===== config.mk =====
export PLATFORM = sky130hd
export DESIGN_NAME = disp_top
export DESIGN_NICKNAME = d
export VERILOG_FILES = /design/src/disp_pkg.sv /design/src/op_intake.sv /design/src/op_queue.sv /design/src/reg_file.sv /design/src/dispatch_stage.sv /design/src/exec_stage.sv /design/src/disp_top.sv
export VERILOG_INCLUDE_DIRS = /design/src
export SDC_FILE = /design/constraint.sdc
export NUM_CORES = 1
export LEC_CHECK = 0
export BUFFER_PORTS_ARGS = -buffer_cell sky130_fd_sc_hd__clkbuf_2
export CAP_MARGIN = 20
export CORE_ASPECT_RATIO = 0.7
export CORE_UTILIZATION = 57
export CTS_CLUSTER_DIAMETER = 40
export DETAILED_ROUTE_END_ITERATION = 10
export PLACE_DENSITY = 0.79
export RECOVER_POWER = 25
export SLEW_MARGIN = 20
export SYNTH_ARGS = -nofsm -noshare
export SYNTH_HDL_FRONTEND = slang
export SYNTH_SLANG_ARGS = --single-unit

===== constraint.sdc =====
create_clock -name clk -period 4.5 [get_ports clk]
set_clock_uncertainty 0.05 [all_clocks]
set_input_delay 0.9 -clock clk [delete_from_list [all_inputs] [get_ports clk]]
set_output_delay 0.9 -clock clk [all_outputs]
set_load 0.02 [all_outputs]

===== src/disp_defs.svh =====
`ifndef DISP_DEFS_SVH
`define DISP_DEFS_SVH

`define DISP_OP_W         16
`define DISP_DATA_W       16
`define DISP_REG_W        3
`define DISP_QUEUE_DEPTH  4

// opcode values
`define DISP_OP_NOP   3'd0
`define DISP_OP_ADD   3'd1
`define DISP_OP_SUB   3'd2
`define DISP_OP_AND   3'd3
`define DISP_OP_XOR   3'd4
`define DISP_OP_ADDI  3'd5
`define DISP_OP_LD    3'd6

// operation word fields
`define DISP_OPC_MSB  15
`define DISP_OPC_LSB  13
`define DISP_RD_MSB   12
`define DISP_RD_LSB   10
`define DISP_RS1_MSB  9
`define DISP_RS1_LSB  7
`define DISP_RS2_MSB  6
`define DISP_RS2_LSB  4
`define DISP_IMM_MSB  3
`define DISP_IMM_LSB  0

`endif


===== src/disp_pkg.sv =====
`include "disp_defs.svh"

package disp_pkg;

    typedef logic [`DISP_OP_W-1:0] op_word_t;

    typedef logic [`DISP_DATA_W-1:0] data_t;

    typedef logic [`DISP_REG_W-1:0] reg_addr_t;

    typedef logic [`DISP_OPC_MSB-`DISP_OPC_LSB:0] opcode_t;

    // receiving side of the four-phase handshake
    typedef enum logic {
        IDLE,
        WAIT_DROP
    } intake_state_t;

endpackage


===== src/op_intake.sv =====
module op_intake (
    input  logic               clk,
    input  logic               rst_i,
    input  logic               op_req_i,
    input  disp_pkg::op_word_t op_i,
    input  logic               queue_full_i,
    output logic               op_ack_o,
    output logic               push_o,
    output disp_pkg::op_word_t push_op_o
);

    disp_pkg::intake_state_t state_q;
    disp_pkg::intake_state_t state_d;

    // accept only with room in the queue
    assign push_o    = (state_q == disp_pkg::IDLE) && op_req_i && !queue_full_i;
    assign push_op_o = op_i;

    // ack held until the sender drops req
    assign op_ack_o = (state_q == disp_pkg::WAIT_DROP);

    always_comb begin
        state_d = state_q;
        case (state_q)
            disp_pkg::IDLE: begin
                if (push_o) begin
                    state_d = disp_pkg::WAIT_DROP;
                end
            end
            disp_pkg::WAIT_DROP: begin
                if (!op_req_i) begin
                    state_d = disp_pkg::IDLE;
                end
            end
            default: begin
                state_d = disp_pkg::IDLE;
            end
        endcase
    end

    always_ff @(posedge clk) begin
        if (rst_i) begin
            state_q <= disp_pkg::IDLE;
        end else begin
            state_q <= state_d;
        end
    end

endmodule


===== src/op_queue.sv =====
`include "disp_defs.svh"

module op_queue (
    input  logic               clk,
    input  logic               rst_i,
    input  logic               push_i,
    input  disp_pkg::op_word_t push_op_i,
    input  logic [1:0]         pop_count_i,
    output logic               full_o,
    output logic               head0_valid_o,
    output disp_pkg::op_word_t head0_op_o,
    output logic               head1_valid_o,
    output disp_pkg::op_word_t head1_op_o
);

    localparam int DEPTH = `DISP_QUEUE_DEPTH;
    localparam int PTR_W = $clog2(DEPTH);
    localparam int CNT_W = PTR_W + 1;

    disp_pkg::op_word_t mem [DEPTH];
    logic [PTR_W-1:0]   rd_ptr;
    logic [PTR_W-1:0]   wr_ptr;
    logic [PTR_W-1:0]   rd_ptr_nx;
    logic [CNT_W-1:0]   count;

    assign rd_ptr_nx = rd_ptr + PTR_W'(1);

    assign full_o        = (count == CNT_W'(DEPTH));
    assign head0_valid_o = (count != '0);
    assign head0_op_o    = mem[rd_ptr];
    // second oldest entry, wraps with the pointer
    assign head1_valid_o = (count > CNT_W'(1));
    assign head1_op_o    = mem[rd_ptr_nx];

    always_ff @(posedge clk) begin
        if (push_i) begin
            mem[wr_ptr] <= push_op_i;
        end
    end

    always_ff @(posedge clk) begin
        if (rst_i) begin
            rd_ptr <= '0;
            wr_ptr <= '0;
            count  <= '0;
        end else begin
            if (push_i) begin
                wr_ptr <= wr_ptr + PTR_W'(1);
            end
            rd_ptr <= rd_ptr + PTR_W'(pop_count_i);
            count  <= count + CNT_W'(push_i) - CNT_W'(pop_count_i);
        end
    end

endmodule


===== src/reg_file.sv =====
`include "disp_defs.svh"

module reg_file (
    input  logic                clk,
    input  logic                rst_i,
    input  disp_pkg::reg_addr_t rd_addr0_i,
    input  disp_pkg::reg_addr_t rd_addr1_i,
    input  disp_pkg::reg_addr_t rd_addr2_i,
    input  disp_pkg::reg_addr_t rd_addr3_i,
    output disp_pkg::data_t     rd_data0_o,
    output disp_pkg::data_t     rd_data1_o,
    output disp_pkg::data_t     rd_data2_o,
    output disp_pkg::data_t     rd_data3_o,
    input  logic                wr_en0_i,
    input  disp_pkg::reg_addr_t wr_addr0_i,
    input  disp_pkg::data_t     wr_data0_i,
    input  logic                wr_en1_i,
    input  disp_pkg::reg_addr_t wr_addr1_i,
    input  disp_pkg::data_t     wr_data1_i
);

    localparam int NUM_REGS = 2 ** `DISP_REG_W;

    disp_pkg::data_t regs [NUM_REGS];

    // r0 reads as zero
    assign rd_data0_o = (rd_addr0_i == '0) ? '0 : regs[rd_addr0_i];
    assign rd_data1_o = (rd_addr1_i == '0) ? '0 : regs[rd_addr1_i];
    assign rd_data2_o = (rd_addr2_i == '0) ? '0 : regs[rd_addr2_i];
    assign rd_data3_o = (rd_addr3_i == '0) ? '0 : regs[rd_addr3_i];

    always_ff @(posedge clk) begin
        if (rst_i) begin
            for (int i = 0; i < NUM_REGS; i++) begin
                regs[i] <= '0;
            end
        end else begin
            if (wr_en0_i) begin
                regs[wr_addr0_i] <= wr_data0_i;
            end
            // port 1 is the younger lane
            if (wr_en1_i) begin
                regs[wr_addr1_i] <= wr_data1_i;
            end
        end
    end

endmodule


===== src/dispatch_stage.sv =====
`include "disp_defs.svh"

module dispatch_stage (
    input  logic                      clk,
    input  logic                      rst_i,
    input  logic                      head0_valid_i,
    input  disp_pkg::op_word_t        head0_op_i,
    input  logic                      head1_valid_i,
    input  disp_pkg::op_word_t        head1_op_i,
    output logic [1:0]                pop_count_o,
    output disp_pkg::reg_addr_t       rf_addr0_o,
    output disp_pkg::reg_addr_t       rf_addr1_o,
    output disp_pkg::reg_addr_t       rf_addr2_o,
    output disp_pkg::reg_addr_t       rf_addr3_o,
    input  disp_pkg::data_t           rf_data0_i,
    input  disp_pkg::data_t           rf_data1_i,
    input  disp_pkg::data_t           rf_data2_i,
    input  disp_pkg::data_t           rf_data3_i,
    input  logic [1:0]                ex_valid_i,
    input  disp_pkg::reg_addr_t [1:0] ex_rd_i,
    input  disp_pkg::data_t [1:0]     ex_result_i,
    input  logic                      ex_is_load_i,
    input  logic [1:0]                wb_fwd_en_i,
    input  disp_pkg::reg_addr_t [1:0] wb_fwd_rd_i,
    input  disp_pkg::data_t [1:0]     wb_fwd_data_i,
    output logic [1:0]                iss_valid_o,
    output disp_pkg::opcode_t [1:0]   iss_opcode_o,
    output disp_pkg::reg_addr_t [1:0] iss_rd_o,
    output logic [1:0]                iss_we_o,
    output disp_pkg::data_t [1:0]     iss_a_o,
    output disp_pkg::data_t [1:0]     iss_b_o,
    output logic [1:0][`DISP_IMM_MSB:`DISP_IMM_LSB] iss_imm_o
);

    localparam int IMM_W = `DISP_IMM_MSB - `DISP_IMM_LSB + 1;

    // every defined opcode except NOP reads rs1 and writes rd
    function automatic logic is_real_op(disp_pkg::opcode_t opc);
        return (opc >= `DISP_OP_ADD) && (opc <= `DISP_OP_LD);
    endfunction

    function automatic logic reads_rs2(disp_pkg::opcode_t opc);
        return (opc >= `DISP_OP_ADD) && (opc <= `DISP_OP_XOR);
    endfunction

    disp_pkg::op_word_t  op [2];
    disp_pkg::opcode_t   opc [2];
    disp_pkg::reg_addr_t rd [2];
    disp_pkg::reg_addr_t rs1 [2];
    disp_pkg::reg_addr_t rs2 [2];
    logic [IMM_W-1:0]    imm [2];
    disp_pkg::data_t     b_val [2];
    logic [1:0]          we;
    logic [1:0]          load_use;
    logic                raw;
    logic                issue0;
    logic                issue_pair;
    disp_pkg::reg_addr_t src [4];
    disp_pkg::data_t     rf_val [4];
    disp_pkg::data_t     opnd [4];

    assign op[0] = head0_op_i;
    assign op[1] = head1_op_i;

    always_comb begin
        for (int i = 0; i < 2; i++) begin
            opc[i] = op[i][`DISP_OPC_MSB:`DISP_OPC_LSB];
            rd[i]  = op[i][`DISP_RD_MSB:`DISP_RD_LSB];
            rs1[i] = op[i][`DISP_RS1_MSB:`DISP_RS1_LSB];
            rs2[i] = op[i][`DISP_RS2_MSB:`DISP_RS2_LSB];
            imm[i] = op[i][`DISP_IMM_MSB:`DISP_IMM_LSB];
            we[i]  = is_real_op(opc[i]) && (rd[i] != '0);
            // load in execute feeding this op
            load_use[i] = ex_is_load_i &&
                          ((is_real_op(opc[i]) && (rs1[i] == ex_rd_i[0])) ||
                           (reads_rs2(opc[i]) && (rs2[i] == ex_rd_i[0])));
        end
    end

    assign raw = we[0] &&
                 ((is_real_op(opc[1]) && (rs1[1] == rd[0])) ||
                  (reads_rs2(opc[1]) && (rs2[1] == rd[0])));

    assign issue0     = head0_valid_i && !load_use[0];
    assign issue_pair = issue0 && head1_valid_i && !raw && !load_use[1] &&
                        (opc[0] != `DISP_OP_LD) && (opc[1] != `DISP_OP_LD);

    assign pop_count_o = issue_pair ? 2'd2 : {1'b0, issue0};

    assign src[0]     = rs1[0];
    assign src[1]     = rs2[0];
    assign src[2]     = rs1[1];
    assign src[3]     = rs2[1];
    assign rf_addr0_o = src[0];
    assign rf_addr1_o = src[1];
    assign rf_addr2_o = src[2];
    assign rf_addr3_o = src[3];
    assign rf_val[0]  = rf_data0_i;
    assign rf_val[1]  = rf_data1_i;
    assign rf_val[2]  = rf_data2_i;
    assign rf_val[3]  = rf_data3_i;

    // youngest producer first
    always_comb begin
        for (int k = 0; k < 4; k++) begin
            if (src[k] == '0) begin
                opnd[k] = '0;
            end else if (ex_valid_i[1] && (ex_rd_i[1] == src[k])) begin
                opnd[k] = ex_result_i[1];
            end else if (ex_valid_i[0] && !ex_is_load_i && (ex_rd_i[0] == src[k])) begin
                opnd[k] = ex_result_i[0];
            end else if (wb_fwd_en_i[1] && (wb_fwd_rd_i[1] == src[k])) begin
                opnd[k] = wb_fwd_data_i[1];
            end else if (wb_fwd_en_i[0] && (wb_fwd_rd_i[0] == src[k])) begin
                opnd[k] = wb_fwd_data_i[0];
            end else begin
                opnd[k] = rf_val[k];
            end
        end
    end

    always_comb begin
        for (int i = 0; i < 2; i++) begin
            if (opc[i] == `DISP_OP_ADDI || opc[i] == `DISP_OP_LD) begin
                b_val[i] = disp_pkg::data_t'(imm[i]);
            end else begin
                b_val[i] = opnd[2*i+1];
            end
        end
    end

    // a stalled head leaves a bubble
    always_ff @(posedge clk) begin
        if (rst_i) begin
            iss_valid_o <= '0;
            iss_we_o    <= '0;
        end else begin
            iss_valid_o <= {issue_pair, issue0};
            iss_we_o    <= {issue_pair && we[1], issue0 && we[0]};
        end
    end

    always_ff @(posedge clk) begin
        for (int i = 0; i < 2; i++) begin
            iss_opcode_o[i] <= opc[i];
            iss_rd_o[i]     <= rd[i];
            iss_a_o[i]      <= opnd[2*i];
            iss_b_o[i]      <= b_val[i];
            iss_imm_o[i]    <= imm[i];
        end
    end

endmodule


===== src/exec_stage.sv =====
`include "disp_defs.svh"

module exec_stage (
    input  logic                      clk,
    input  logic                      rst_i,
    input  logic [1:0]                iss_valid_i,
    input  disp_pkg::opcode_t [1:0]   iss_opcode_i,
    input  disp_pkg::reg_addr_t [1:0] iss_rd_i,
    input  logic [1:0]                iss_we_i,
    input  disp_pkg::data_t [1:0]     iss_a_i,
    input  disp_pkg::data_t [1:0]     iss_b_i,
    input  logic [1:0][`DISP_IMM_MSB:`DISP_IMM_LSB] iss_imm_i,
    output logic [1:0]                ex_valid_o,
    output disp_pkg::reg_addr_t [1:0] ex_rd_o,
    output disp_pkg::data_t [1:0]     ex_result_o,
    output logic                      ex_is_load_o,
    output disp_pkg::data_t           mem_addr_o,
    input  disp_pkg::data_t           mem_rdata_i,
    output logic [1:0]                wb_valid_o,
    output disp_pkg::reg_addr_t [1:0] wb_rd_o,
    output disp_pkg::data_t [1:0]     wb_data_o,
    output logic                      rf_wr_en0_o,
    output disp_pkg::reg_addr_t       rf_wr_addr0_o,
    output disp_pkg::data_t           rf_wr_data0_o,
    output logic                      rf_wr_en1_o,
    output disp_pkg::reg_addr_t       rf_wr_addr1_o,
    output disp_pkg::data_t           rf_wr_data1_o
);

    disp_pkg::data_t [1:0] result;

    // loads only ever issue on lane 0
    assign mem_addr_o   = iss_a_i[0] + disp_pkg::data_t'(iss_imm_i[0]);
    assign ex_is_load_o = ex_valid_o[0] && (iss_opcode_i[0] == `DISP_OP_LD);

    always_comb begin
        for (int i = 0; i < 2; i++) begin
            case (iss_opcode_i[i])
                `DISP_OP_ADD:  result[i] = iss_a_i[i] + iss_b_i[i];
                `DISP_OP_ADDI: result[i] = iss_a_i[i] + iss_b_i[i];
                `DISP_OP_SUB:  result[i] = iss_a_i[i] - iss_b_i[i];
                `DISP_OP_AND:  result[i] = iss_a_i[i] & iss_b_i[i];
                `DISP_OP_XOR:  result[i] = iss_a_i[i] ^ iss_b_i[i];
                `DISP_OP_LD:   result[i] = mem_rdata_i;
                default:       result[i] = '0;
            endcase
        end
    end

    assign ex_valid_o  = iss_valid_i & iss_we_i;
    assign ex_rd_o     = iss_rd_i;
    assign ex_result_o = result;

    // writeback register
    always_ff @(posedge clk) begin
        if (rst_i) begin
            wb_valid_o <= '0;
        end else begin
            wb_valid_o <= ex_valid_o;
        end
    end

    always_ff @(posedge clk) begin
        wb_rd_o   <= iss_rd_i;
        wb_data_o <= result;
    end

    assign rf_wr_en0_o   = wb_valid_o[0];
    assign rf_wr_addr0_o = wb_rd_o[0];
    assign rf_wr_data0_o = wb_data_o[0];
    assign rf_wr_en1_o   = wb_valid_o[1];
    assign rf_wr_addr1_o = wb_rd_o[1];
    assign rf_wr_data1_o = wb_data_o[1];

endmodule


===== src/disp_top.sv =====
module disp_top (
    input  logic                      clk,
    input  logic                      rst_i,
    input  logic                      op_req_i,
    input  disp_pkg::op_word_t        op_i,
    output logic                      op_ack_o,
    output disp_pkg::data_t           mem_addr_o,
    input  disp_pkg::data_t           mem_rdata_i,
    output logic [1:0]                wb_valid_o,
    output disp_pkg::reg_addr_t [1:0] wb_rd_o,
    output disp_pkg::data_t [1:0]     wb_data_o
);

    logic                      push;
    disp_pkg::op_word_t        push_op;
    logic                      queue_full;
    logic                      head0_valid;
    disp_pkg::op_word_t        head0_op;
    logic                      head1_valid;
    disp_pkg::op_word_t        head1_op;
    logic [1:0]                pop_count;
    disp_pkg::reg_addr_t       rf_addr0;
    disp_pkg::reg_addr_t       rf_addr1;
    disp_pkg::reg_addr_t       rf_addr2;
    disp_pkg::reg_addr_t       rf_addr3;
    disp_pkg::data_t           rf_data0;
    disp_pkg::data_t           rf_data1;
    disp_pkg::data_t           rf_data2;
    disp_pkg::data_t           rf_data3;
    logic [1:0]                ex_valid;
    disp_pkg::reg_addr_t [1:0] ex_rd;
    disp_pkg::data_t [1:0]     ex_result;
    logic                      ex_is_load;
    logic [1:0]                iss_valid;
    disp_pkg::opcode_t [1:0]   iss_opcode;
    disp_pkg::reg_addr_t [1:0] iss_rd;
    logic [1:0]                iss_we;
    disp_pkg::data_t [1:0]     iss_a;
    disp_pkg::data_t [1:0]     iss_b;
    logic [1:0][3:0]           iss_imm;
    logic                      rf_wr_en0;
    disp_pkg::reg_addr_t       rf_wr_addr0;
    disp_pkg::data_t           rf_wr_data0;
    logic                      rf_wr_en1;
    disp_pkg::reg_addr_t       rf_wr_addr1;
    disp_pkg::data_t           rf_wr_data1;

    op_intake i_intake (
        .clk          (clk),
        .rst_i        (rst_i),
        .op_req_i     (op_req_i),
        .op_i         (op_i),
        .queue_full_i (queue_full),
        .op_ack_o     (op_ack_o),
        .push_o       (push),
        .push_op_o    (push_op)
    );

    op_queue i_queue (
        .clk           (clk),
        .rst_i         (rst_i),
        .push_i        (push),
        .push_op_i     (push_op),
        .pop_count_i   (pop_count),
        .full_o        (queue_full),
        .head0_valid_o (head0_valid),
        .head0_op_o    (head0_op),
        .head1_valid_o (head1_valid),
        .head1_op_o    (head1_op)
    );

    // writeback register doubles as the second forward source
    dispatch_stage i_dispatch (
        .clk           (clk),
        .rst_i         (rst_i),
        .head0_valid_i (head0_valid),
        .head0_op_i    (head0_op),
        .head1_valid_i (head1_valid),
        .head1_op_i    (head1_op),
        .pop_count_o   (pop_count),
        .rf_addr0_o    (rf_addr0),
        .rf_addr1_o    (rf_addr1),
        .rf_addr2_o    (rf_addr2),
        .rf_addr3_o    (rf_addr3),
        .rf_data0_i    (rf_data0),
        .rf_data1_i    (rf_data1),
        .rf_data2_i    (rf_data2),
        .rf_data3_i    (rf_data3),
        .ex_valid_i    (ex_valid),
        .ex_rd_i       (ex_rd),
        .ex_result_i   (ex_result),
        .ex_is_load_i  (ex_is_load),
        .wb_fwd_en_i   (wb_valid_o),
        .wb_fwd_rd_i   (wb_rd_o),
        .wb_fwd_data_i (wb_data_o),
        .iss_valid_o   (iss_valid),
        .iss_opcode_o  (iss_opcode),
        .iss_rd_o      (iss_rd),
        .iss_we_o      (iss_we),
        .iss_a_o       (iss_a),
        .iss_b_o       (iss_b),
        .iss_imm_o     (iss_imm)
    );

    reg_file i_reg_file (
        .clk        (clk),
        .rst_i      (rst_i),
        .rd_addr0_i (rf_addr0),
        .rd_addr1_i (rf_addr1),
        .rd_addr2_i (rf_addr2),
        .rd_addr3_i (rf_addr3),
        .rd_data0_o (rf_data0),
        .rd_data1_o (rf_data1),
        .rd_data2_o (rf_data2),
        .rd_data3_o (rf_data3),
        .wr_en0_i   (rf_wr_en0),
        .wr_addr0_i (rf_wr_addr0),
        .wr_data0_i (rf_wr_data0),
        .wr_en1_i   (rf_wr_en1),
        .wr_addr1_i (rf_wr_addr1),
        .wr_data1_i (rf_wr_data1)
    );

    exec_stage i_exec (
        .clk           (clk),
        .rst_i         (rst_i),
        .iss_valid_i   (iss_valid),
        .iss_opcode_i  (iss_opcode),
        .iss_rd_i      (iss_rd),
        .iss_we_i      (iss_we),
        .iss_a_i       (iss_a),
        .iss_b_i       (iss_b),
        .iss_imm_i     (iss_imm),
        .ex_valid_o    (ex_valid),
        .ex_rd_o       (ex_rd),
        .ex_result_o   (ex_result),
        .ex_is_load_o  (ex_is_load),
        .mem_addr_o    (mem_addr_o),
        .mem_rdata_i   (mem_rdata_i),
        .wb_valid_o    (wb_valid_o),
        .wb_rd_o       (wb_rd_o),
        .wb_data_o     (wb_data_o),
        .rf_wr_en0_o   (rf_wr_en0),
        .rf_wr_addr0_o (rf_wr_addr0),
        .rf_wr_data0_o (rf_wr_data0),
        .rf_wr_en1_o   (rf_wr_en1),
        .rf_wr_addr1_o (rf_wr_addr1),
        .rf_wr_data1_o (rf_wr_data1)
    );

endmodule


==> results of run 1 <==
==> cells in the mapped netlist (all sizes together) (27+ instances only) <==
library cell  number  area [um^2]
a211oi            27          203
a21oi            136          681
a22o             135         1180
buf               55          302
clkbuf           111          417
dfxtp            132         2640
edfxtp           192         5770
ha                75          938
inv               44          165
mux2i            104         1040
mux4             158         3560
nand2             97          364
nand3             35          188
nor2             110          415
nor3              29          150
o21ai            101          505
xnor2             92          862
==> cell families after synthesis <==
logic type / count (synthesis)
mux: 265
xor+xnor: 117
flops: 324
fa+ha+maj: 82
buf+inv: 210
simple gates: 404
compound gates: 560
==> power breakdown <==
group / internal, mW / leakage, nW / switching (mW) / total [mW]
registers: 3.81 / 3.01 / 1.36 / 5.17
logic: 4.55 / 5.51 / 6.73 / 11.3
clock network: 2.11 / 0.730 / 1.44 / 3.55
==> metal layers <==
layer	vias up	routed length [um]
li1	7823	-
met1	8905	28200
met2	1521	32500
met3	226	12000
met4	4	2630
met5	-	26
==> state kept, by name, summed over array words and instances (netlist names), 2 cells and up <==
register	flops
i_reg_file.regs	128
i_exec.wb_valid_o	2
i_exec.rf_wr_data0_o	16
i_dispatch.iss_opcode_o	6
i_queue.rd_ptr	2
i_dispatch.iss_a_o	32
i_queue.count	3
i_dispatch.iss_valid_o	2
i_exec.rf_wr_data1_o	16
i_dispatch.iss_we_o	2
i_exec.rf_wr_addr1_o	3
i_dispatch.iss_imm_o	4
i_exec.rf_wr_addr0_o	3
i_dispatch.iss_rd_o	6
i_dispatch.iss_b_o	32
i_queue.mem	64
i_queue.wr_ptr	2
==> layout make-up <==
cell class,count,area share (%)
inverter,44,0.677
clock inverter,28,1.46
timing repair buffer,167,4.04
tap,488,2.50
clock buffer,50,4.70
sequential,324,34.5
multi-input combinational,1428,52.1
==> stage by stage <==
step           util, %  hold WS, ns  worst slack (ns)  area (um^2)
2_1_floorplan        -        0.279             0.188        22000
3_3_place_gp      61.1        0.391             0.440        23000
3_5_place_dp      61.1        0.397             0.337        23000
4_1_cts           65.1        0.411             0.250        24500
5_1_grt           64.9        0.418           0.00966        24400
6_report          64.9        0.419             0.232        24400
==> worst min path at each step <==
stage | slack [ns] | cells after the start | startpoint | end
after floorplan | 0.28 | 0 | i_dispatch.iss_rd_o[0]$_DFF_P_ | i_exec.rf_wr_addr0_o[0]$_DFF_P_
after global placement | 0.39 | 0 | i_dispatch.iss_rd_o[3]$_DFF_P_ | i_exec.rf_wr_addr1_o[0]$_DFF_P_
after detailed placement | 0.40 | 0 | i_dispatch.iss_rd_o[3]$_DFF_P_ | i_exec.rf_wr_addr1_o[0]$_DFF_P_
after CTS | 0.41 | 0 | i_dispatch.iss_rd_o[5]$_DFF_P_ | i_exec.rf_wr_addr1_o[2]$_DFF_P_
after global routing | 0.42 | 0 | i_dispatch.iss_rd_o[5]$_DFF_P_ | i_exec.rf_wr_addr1_o[2]$_DFF_P_
final | 0.42 | 0 | i_dispatch.iss_rd_o[3]$_DFF_P_ | i_exec.rf_wr_addr1_o[0]$_DFF_P_
==> reports/results.ini, run 1 <==
[timing]
tightest_slew_ns = 1.50
post-route-period-util_pct = 94.8
rsz0062_at_grt = no
fmax_mhz = 234
setup-violations-final = 0
final_max_slew_viol_count = 1
fin_tns_setup_ns = 0
hold_violations = 0
fin_crit_ns = 4.27
relSlewSlack_pct = -0.663

[global_routing]
grt_util_met1_pct = 53.0
gr-usage-met3_pct = 12.9
grt.overflow.total = 0
groute.usage.overall_pct = 38.1
grt.busiest_layer = met2
use_met2_pct = 55.7
grt_pass1_wl_um = 113000
first_global_vias = 17600
grt_start_max_net_pins = 37
grt_antenna_before_repair = 4

[place]
dp.cells = 2451
port_buffers = 91
gp_congestion = 1.01
hpwl_um = 53700

[layout]
regArea_mm2 = 0.00841
fill_cells = 2835
syn_to_final_growth_pct = 10.9
final_cells = 2529
mostFrequentLayoutCell = edfxtp_1
drive_above_1_share_pct = 19.2
final_cell_mix = edfxtp_1 (192), mux4_2 (157), a21oi_1 (136)
multi_input_area_mm2 = 0.0127
n_antenna_cell = 0
nNetsFinal = 2121

[die]
die_height_um = 166
die_area_mm2 = 0.0394
row_count = 59
core-area_mm2 = 0.0376
die_w_um = 237
num_io_pins = 92
initial_utilization_pct = 58.5

[critical_path]
cp_top_family = adder cells
critPathCapture = i_queue.count[2]$_SDFF_PP0_
reg2reg_to = i_queue.count[2]$_SDFF_PP0_
cp.depth = 16
path_buf_inv = 3
worst_path_max_delay_cell = mux4_1
worstPathCellList = buf_12, mux4_1, xnor2_1, nand3_1, maj3_1, a2111oi_0, or4_1, and2_4, ha_1, inv_1, ha_1, inv_1, fa_1, xor2_1, xnor2_1, nor2_1
criticalPathCategory = register to register
crit_fanout = 20
ff2ff_path_depth = 16
required_ns = 4.89
cp_slowest_stage_delay_ns = 0.66
worst-r2r-setup-slack_ns = 0.23
start_kind = register
arrival_ns = 4.66
timing.rr.start = i_queue.rd_ptr[0]$_SDFF_PP0_
cp-end-kind = register
crit_start = i_queue.rd_ptr[0]$_SDFF_PP0_

[routing]
drt_iter0_drc = 3017
viasPerCell = 7.31
drt-wirelength-per-cell_um = 29.8
wirelength_um = 75400
antenna_left = 0
dr.pass1.iters = 6
vias = 18500
drc = 0

[power_and_ir_drop]
power_density_mw_per_mm2 = 821
p_total_mw = 20.0
leakagePower_nw = 9.25
max-vdd-ir-drop_v = 0.000455

[synthesis]
ys_ff_latch = 324
synthMuxAreaShare_pct = 21.1
synth-edff-count = 192
ys_types = 78
synth_compound_area_share_pct = 17.7
syn-mean-instance-area_um2 = 11.2
syn_inst = 1962
synth_fa_ha_area_share_pct = 4.78
seq_area_frac_synth_pct = 38.3
syn_area_mm2 = 0.0220
yosys.area_share.simple_pct = 9.16
synthArstFlopShare_pct = 0
synth_top_family_by_area = multiplexers
synth-xor-area-share_pct = 4.92
synthFlopType = edfxtp_1
ys.warnings.count = 0
synth.net_count = 2076

[clocking]
cts_tree = done
clkSinkCount = 324
clkLatencyLatePin_ns = 0.56
cts_hold_buffers = 0
clk_path_buf_depth = 3
cts_setup_buffers = 0
post_cts_resize_count = 0
cts-root-buf = clkbuf_16
clk_pin_slew_ns = 0.06
h-tree-depth = 2
numCtsBuffers = 42

[flow_run]
cap_violations = 1

[outcome]
outcome = complete, but fails checks
violations = max-capacitance violations, max-slew violations

[worst_hold_path]
hold_class = register to register

Note: power is estimated with default switching activity, not from simulation.
==> run 2: changes to the inputs <==
--- a/config.mk
+++ b/config.mk
@@ -8,13 +8,16 @@
 export LEC_CHECK = 0
 export BUFFER_PORTS_ARGS = -buffer_cell sky130_fd_sc_hd__clkbuf_2
 export CAP_MARGIN = 20
+export CELL_PAD_IN_SITES_DETAIL_PLACEMENT = 1
+export CELL_PAD_IN_SITES_GLOBAL_PLACEMENT = 2
 export CORE_ASPECT_RATIO = 0.7
-export CORE_UTILIZATION = 57
+export CORE_UTILIZATION = 39
 export CTS_CLUSTER_DIAMETER = 40
 export DETAILED_ROUTE_END_ITERATION = 10
-export PLACE_DENSITY = 0.79
+export PLACE_DENSITY = 0.8
 export RECOVER_POWER = 25
-export SLEW_MARGIN = 20
+export SKIP_LAST_GASP = 1
+export SLEW_MARGIN = 40
 export SYNTH_ARGS = -nofsm -noshare
 export SYNTH_HDL_FRONTEND = slang
 export SYNTH_SLANG_ARGS = --single-unit
==> reports/results.ini, run 2 (synthesis results as in run 1) <==
[power_and_ir_drop]
leakagePower_nw = 9.43
p_clk_share_pct = 17.2
max-vdd-ir-drop_v = 0.000468
internal_power_mw = 10.5
p_sw_share_pct = 49.5
pwr-share-comb_pct = 57.5
seqPwrFrac_pct = 25.3
power_density_mw_per_mm2 = 829
p_switching_mw = 10.3

[layout]
syn_to_final_growth_pct = 13.8
largest_register = i_reg_file.regs
fill_cells = 5899
reg.largest.list = i_reg_file.regs (128), i_queue.mem (64)
final_cell_mix = edfxtp_1 (192), mux4_2 (158), a21oi_1 (136)
nNetsFinal = 2150
fin_area_mm2 = 0.0250
mostFrequentLayoutCell = edfxtp_1
multi_input_area_mm2 = 0.0128
drive_above_1_share_pct = 21.7
regArea_mm2 = 0.00841
largest_register_ffs = 128

[clocking]
clkSinkCount = 324
h-tree-depth = 2
cts_hold_buffers = 0
clk_pin_slew_ns = 0.06
cts-root-buf = clkbuf_16
clkLatencyLatePin_ns = 0.60
clk_path_buf_depth = 3
cts_tree = done
numCtsBuffers = 45

[place]
place_area_mm2 = 0.0235
port_buffers = 91
hpwl_um = 67000
gp_congestion = 0.987
post-place-ws_ns = -0.0525

[die]
row_count = 72
num_io_pins = 92
die_area_mm2 = 0.0573
die_height_um = 201
core-area_mm2 = 0.0554
initial_utilization_pct = 39.7
die_w_um = 286

[critical_path]
start_kind = register
path_buf_inv = 4
reg2reg_to = i_queue.count[2]$_SDFF_PP0_
timing.rr.start = i_queue.rd_ptr[1]$_SDFF_PP0_
crit_fanout = 11
cp.depth = 17
critPathCapture = i_queue.count[2]$_SDFF_PP0_
worstPathCellList = buf_4, buf_4, mux4_2, xnor2_1, nand3_1, maj3_1, a2111oi_1, or4_4, and2_4, ha_1, inv_1, ha_1, inv_1, fa_1, xor2_1, xnor2_1, nor2_1
ff2ff_path_depth = 17
cp-end-kind = register
criticalPathCategory = register to register
required_ns = 4.90
cp_slowest_stage_delay_ns = 0.46
cp_top_family = adder cells
arrival_ns = 4.65
worst_path_max_delay_cell = a2111oi_1
crit_start = i_queue.rd_ptr[1]$_SDFF_PP0_
worst-r2r-setup-slack_ns = 0.25

[global_routing]
grt_antenna_before_repair = 4
grt.overflow.total = 0
first_global_vias = 19000
grt_start_max_net_pins = 37
groute.usage.overall_pct = 32.2
grt_pass1_wl_um = 135000

[timing]
relSlewSlack_pct = 40.4
fin_crit_ns = 4.25
fmax_mhz = 235
final_max_slew_viol_count = 0
hold_violations = 0
rsz0062_at_grt = yes
setup-violations-final = 0
post-route-period-util_pct = 94.5
timing.final.ws_setup_ns = 0.250
tightest_slew_ns = 0.885

[routing]
antenna_left = 0
drt_iter0_drc = 2599
drt-wirelength-per-cell_um = 33.0
viasPerCell = 6.79
drc = 0
vias = 19100
dr.pass1.iters = 6
wirelength_um = 92800

[outcome]
outcome = finished, final reports clean

[flow_run]
cap_violations = 0

[worst_hold_path]
hold_class = register to register

## run 2: cell count changes in the layout (fill, tap and decap cells not counted), sizes merged, moves of 2 or more
cell | previous run | this run
bufinv | 4 | 2
clkbuf | 151 | 141
diode | 0 | 3
inv | 50 | 54
buf | 66 | 102
## run 2: through the flow
step	hold WS [ns]	power (mW)	TNS (ns)	std cells	utilization, %
2_1_floorplan	0.279	12.4	0	1962	-
3_3_place_gp	0.413	16.5	0	2722	42.3
3_5_place_dp	0.405	16.8	-0.0525	2727	42.4
4_1_cts	0.411	20.4	0	2809	45.1
5_1_grt	0.424	21.6	-0.0221	2811	45.1
6_report	0.420	20.7	0	2814	45.1
## run 2: worst min path at each step
| stage | start | endpoint | cells past startpoint |
|---|---|---|---|
| 3_5_place_dp | i_dispatch.iss_rd_o[3]$_DFF_P_ | i_exec.rf_wr_addr1_o[0]$_DFF_P_ | 0 |
| 5_1_grt | i_dispatch.iss_rd_o[3]$_DFF_P_ | i_exec.rf_wr_addr1_o[0]$_DFF_P_ | 0 |
| 6_report | i_dispatch.iss_rd_o[3]$_DFF_P_ | i_exec.rf_wr_addr1_o[0]$_DFF_P_ | 0 |
| 3_3_place_gp | i_dispatch.iss_rd_o[5]$_DFF_P_ | i_exec.rf_wr_addr1_o[2]$_DFF_P_ | 0 |
| 2_1_floorplan | i_dispatch.iss_rd_o[0]$_DFF_P_ | i_exec.rf_wr_addr0_o[0]$_DFF_P_ | 0 |
| 4_1_cts | i_dispatch.iss_rd_o[3]$_DFF_P_ | i_exec.rf_wr_addr1_o[0]$_DFF_P_ | 0 |
## run 2: per-layer routing
metal / vias up / GRT usage [%] / share of wire [%]
li1: 7883 / - / -
met1: 9830 / 48.9 / 44
met2: 1219 / 46.0 / 42
met3: 185 / 7.03 / 11
met4: 4 / 7.98 / 2.7
met5: - / 0 / 0.029
## run 2: repair_timing
item	in CTS	in global routing
cloned	0	0
endpoints found under the hold margin	0	0
gates resized for setup	1	5
pin swaps	0	0
setup endpoints to repair	1	3
setup buffers	0	0
## run 2: area by class of cell
class                           count  area share (%)
Multi-Input combinational cell   1428            51.2
Sequential cell                   324            33.6
Timing Repair Buffer              193            4.94
Clock buffer                       50            4.58
Tap cell                          740            3.70
Clock inverter                     32            1.29
Inverter                           44           0.661
Antenna cell                        3          0.0300
## run 2: power groups by stage
stage | sequential [mW] | combinational (mW) | clock (mW)
5_1_grt | 5.29 | 12.6 | 3.72
3_5_place_dp | 5.23 | 11.5 | 0
3_3_place_gp | 5.20 | 11.3 | 0
4_1_cts | 5.19 | 11.6 | 3.60
6_report | 5.25 | 11.9 | 3.56
2_1_floorplan | 4.44 | 7.98 | 0
==> run 3: changes to the inputs <==
--- a/config.mk
+++ b/config.mk
@@ -6,15 +6,16 @@
 export SDC_FILE = /design/constraint.sdc
 export NUM_CORES = 1
 export LEC_CHECK = 0
-export BUFFER_PORTS_ARGS = -buffer_cell sky130_fd_sc_hd__clkbuf_2
 export CAP_MARGIN = 20
 export CELL_PAD_IN_SITES_DETAIL_PLACEMENT = 1
 export CELL_PAD_IN_SITES_GLOBAL_PLACEMENT = 2
 export CORE_ASPECT_RATIO = 0.7
-export CORE_UTILIZATION = 39
+export CORE_UTILIZATION = 40
 export CTS_CLUSTER_DIAMETER = 40
 export DETAILED_ROUTE_END_ITERATION = 10
-export PLACE_DENSITY = 0.8
+export DONT_BUFFER_PORTS = 1
+export MAX_ROUTING_LAYER = met4
+export PLACE_DENSITY = 0.79
 export RECOVER_POWER = 25
 export SKIP_LAST_GASP = 1
 export SLEW_MARGIN = 40
==> reports/results.ini, run 3 (synthesis results as in run 1) <==
[routing]
antenna_left = 0
wirelength_um = 92500
drc = 0
drt_iter0_drc = 2784
viasPerCell = 6.91
drt-wirelength-per-cell_um = 34.2
dr.pass1.iters = 6
vias = 18700

[power_and_ir_drop]
max-vdd-ir-drop_v = 0.000436
leakagePower_nw = 9.03
seqPwrFrac_pct = 26.7
p_clk_share_pct = 17.1
p_switching_mw = 10.2
internal_power_mw = 10.4
pwr-share-comb_pct = 56.1
power_density_mw_per_mm2 = 839
p_sw_share_pct = 49.6

[layout]
regArea_mm2 = 0.00843
largest_register = i_reg_file.regs
multi_input_area_mm2 = 0.0128
reg.largest.list = i_reg_file.regs (128), i_queue.mem (64)
nNetsFinal = 2053
fill_cells = 5790
final_cell_mix = edfxtp_1 (192), mux4_2 (158), a21oi_1 (136)
drive_above_1_share_pct = 18.8
largest_register_ffs = 128
fin_area_mm2 = 0.0245
syn_to_final_growth_pct = 11.5
mostFrequentLayoutCell = edfxtp_1
final_cells = 2706

[die]
die_height_um = 198
num_io_pins = 92
die_area_mm2 = 0.0559
initial_utilization_pct = 40.7
row_count = 71
core-area_mm2 = 0.0540
die_w_um = 282

[worst_hold_path]
hold_start = rst_i
whs_path_depth = 1
hold_class = primary input to register

[global_routing]
grt_antenna_before_repair = 1
grt.overflow.total = 0
grt_pass1_wl_um = 132000
groute.usage.overall_pct = 33.8
first_global_vias = 18500
grt_start_max_net_pins = 37

[critical_path]
crit_fanout = 16
cp_top_family = adder cells
start_kind = register
timing.rr.start = i_queue.rd_ptr[0]$_SDFF_PP0_
worstPathCellList = mux4_2, xnor2_1, nand3_1, maj3_2, a2111oi_0, or4_1, and2_4, ha_1, inv_1, ha_1, inv_1, fa_1, xor2_1, xnor2_1, nor2_1
path_buf_inv = 2
crit_start = i_queue.rd_ptr[0]$_SDFF_PP0_
required_ns = 4.90
ff2ff_path_depth = 15
arrival_ns = 4.66
cp-end-kind = register
cp_slowest_stage_delay_ns = 0.61
cp.depth = 15
worst_path_max_delay_cell = mux4_2
criticalPathCategory = register to register

[timing]
hold_violations = 0
post-route-period-util_pct = 94.7
tightest_slew_ns = 1.60
fmax_mhz = 235
setup-violations-final = 0
fin_crit_ns = 4.26
whs_ns = 0.360
relSlewSlack_pct = -6.72
final_max_slew_viol_count = 21

[clocking]
clkLatencyLatePin_ns = 0.57
cts-root-buf = clkbuf_16
numCtsBuffers = 42
clk_pin_slew_ns = 0.06
h-tree-depth = 2
clk_path_buf_depth = 3
cts_tree = done
clkSinkCount = 324

[place]
port_buffers = 0
hpwl_um = 66400
dp.cells = 2623
place_area_mm2 = 0.0231
gp_congestion = 0.998

[flow_run]
cap_violations = 1

[outcome]
outcome = complete, but fails checks
violations = max-capacitance violations, max-slew violations

[run 3: metal layers]
layer	vias up	track usage (%)	wire length, um
met3	200	10.3	13100
met2	1354	47.0	38200
met5	-	-	0
met1	9451	47.7	38800
met4	0	8.25	2430
li1	7688	-	-
[run 3: area by class of cell]
class,instances,share of cell area [%]
inverters,44,0.674
diodes,3,0.0306
clock buffers,57,4.90
repair buffers,99,3.18
well taps,730,3.73
multi-input cells,1428,52.2
flip-flops and latches,324,34.4
clock inverters,21,0.929
[run 3: what timing repair did]
item | CTS | global route
endpoints found under the setup margin | 0 | 2
setup buffers | 0 | 1
hold buffers | 0 | 0
resized for setup | 0 | 4
[run 3: power by group through the flow]
| stage | Clock [mW] | Sequential [mW] | Combinational (mW) |
|---|---|---|---|
| floorplan | 0 | 4.44 | 7.98 |
| global placement | 0 | 5.40 | 10.8 |
| detailed placement | 0 | 5.45 | 11.1 |
| CTS | 3.55 | 5.39 | 11.2 |
| global route | 3.68 | 5.53 | 12.1 |
| finish | 3.53 | 5.49 | 11.5 |
[run 3: worst paths after layout]
kind                                      to  slack [ns]
max              i_queue.count[2]$_SDFF_PP0_        0.24
min              i_queue.count[0]$_SDFF_PP0_        0.36
max reg2reg      i_queue.count[2]$_SDFF_PP0_        0.24
min reg2reg  i_exec.rf_wr_addr1_o[2]$_DFF_P_        0.41
[run 3: per-stage QoR]
stage | total power, mW | util [%] | setup TNS [ns] | setup WS [ns]
6_report | 20.6 | 45.4 | 0 | 0.238
5_1_grt | 21.3 | 45.4 | -0.124 | -0.124
4_1_cts | 20.1 | 45.3 | 0 | 0.0100
3_5_place_dp | 16.5 | 42.7 | 0 | 0.0515
3_3_place_gp | 16.2 | 42.5 | 0 | 0.236
2_1_floorplan | 12.4 | - | 0 | 0.188
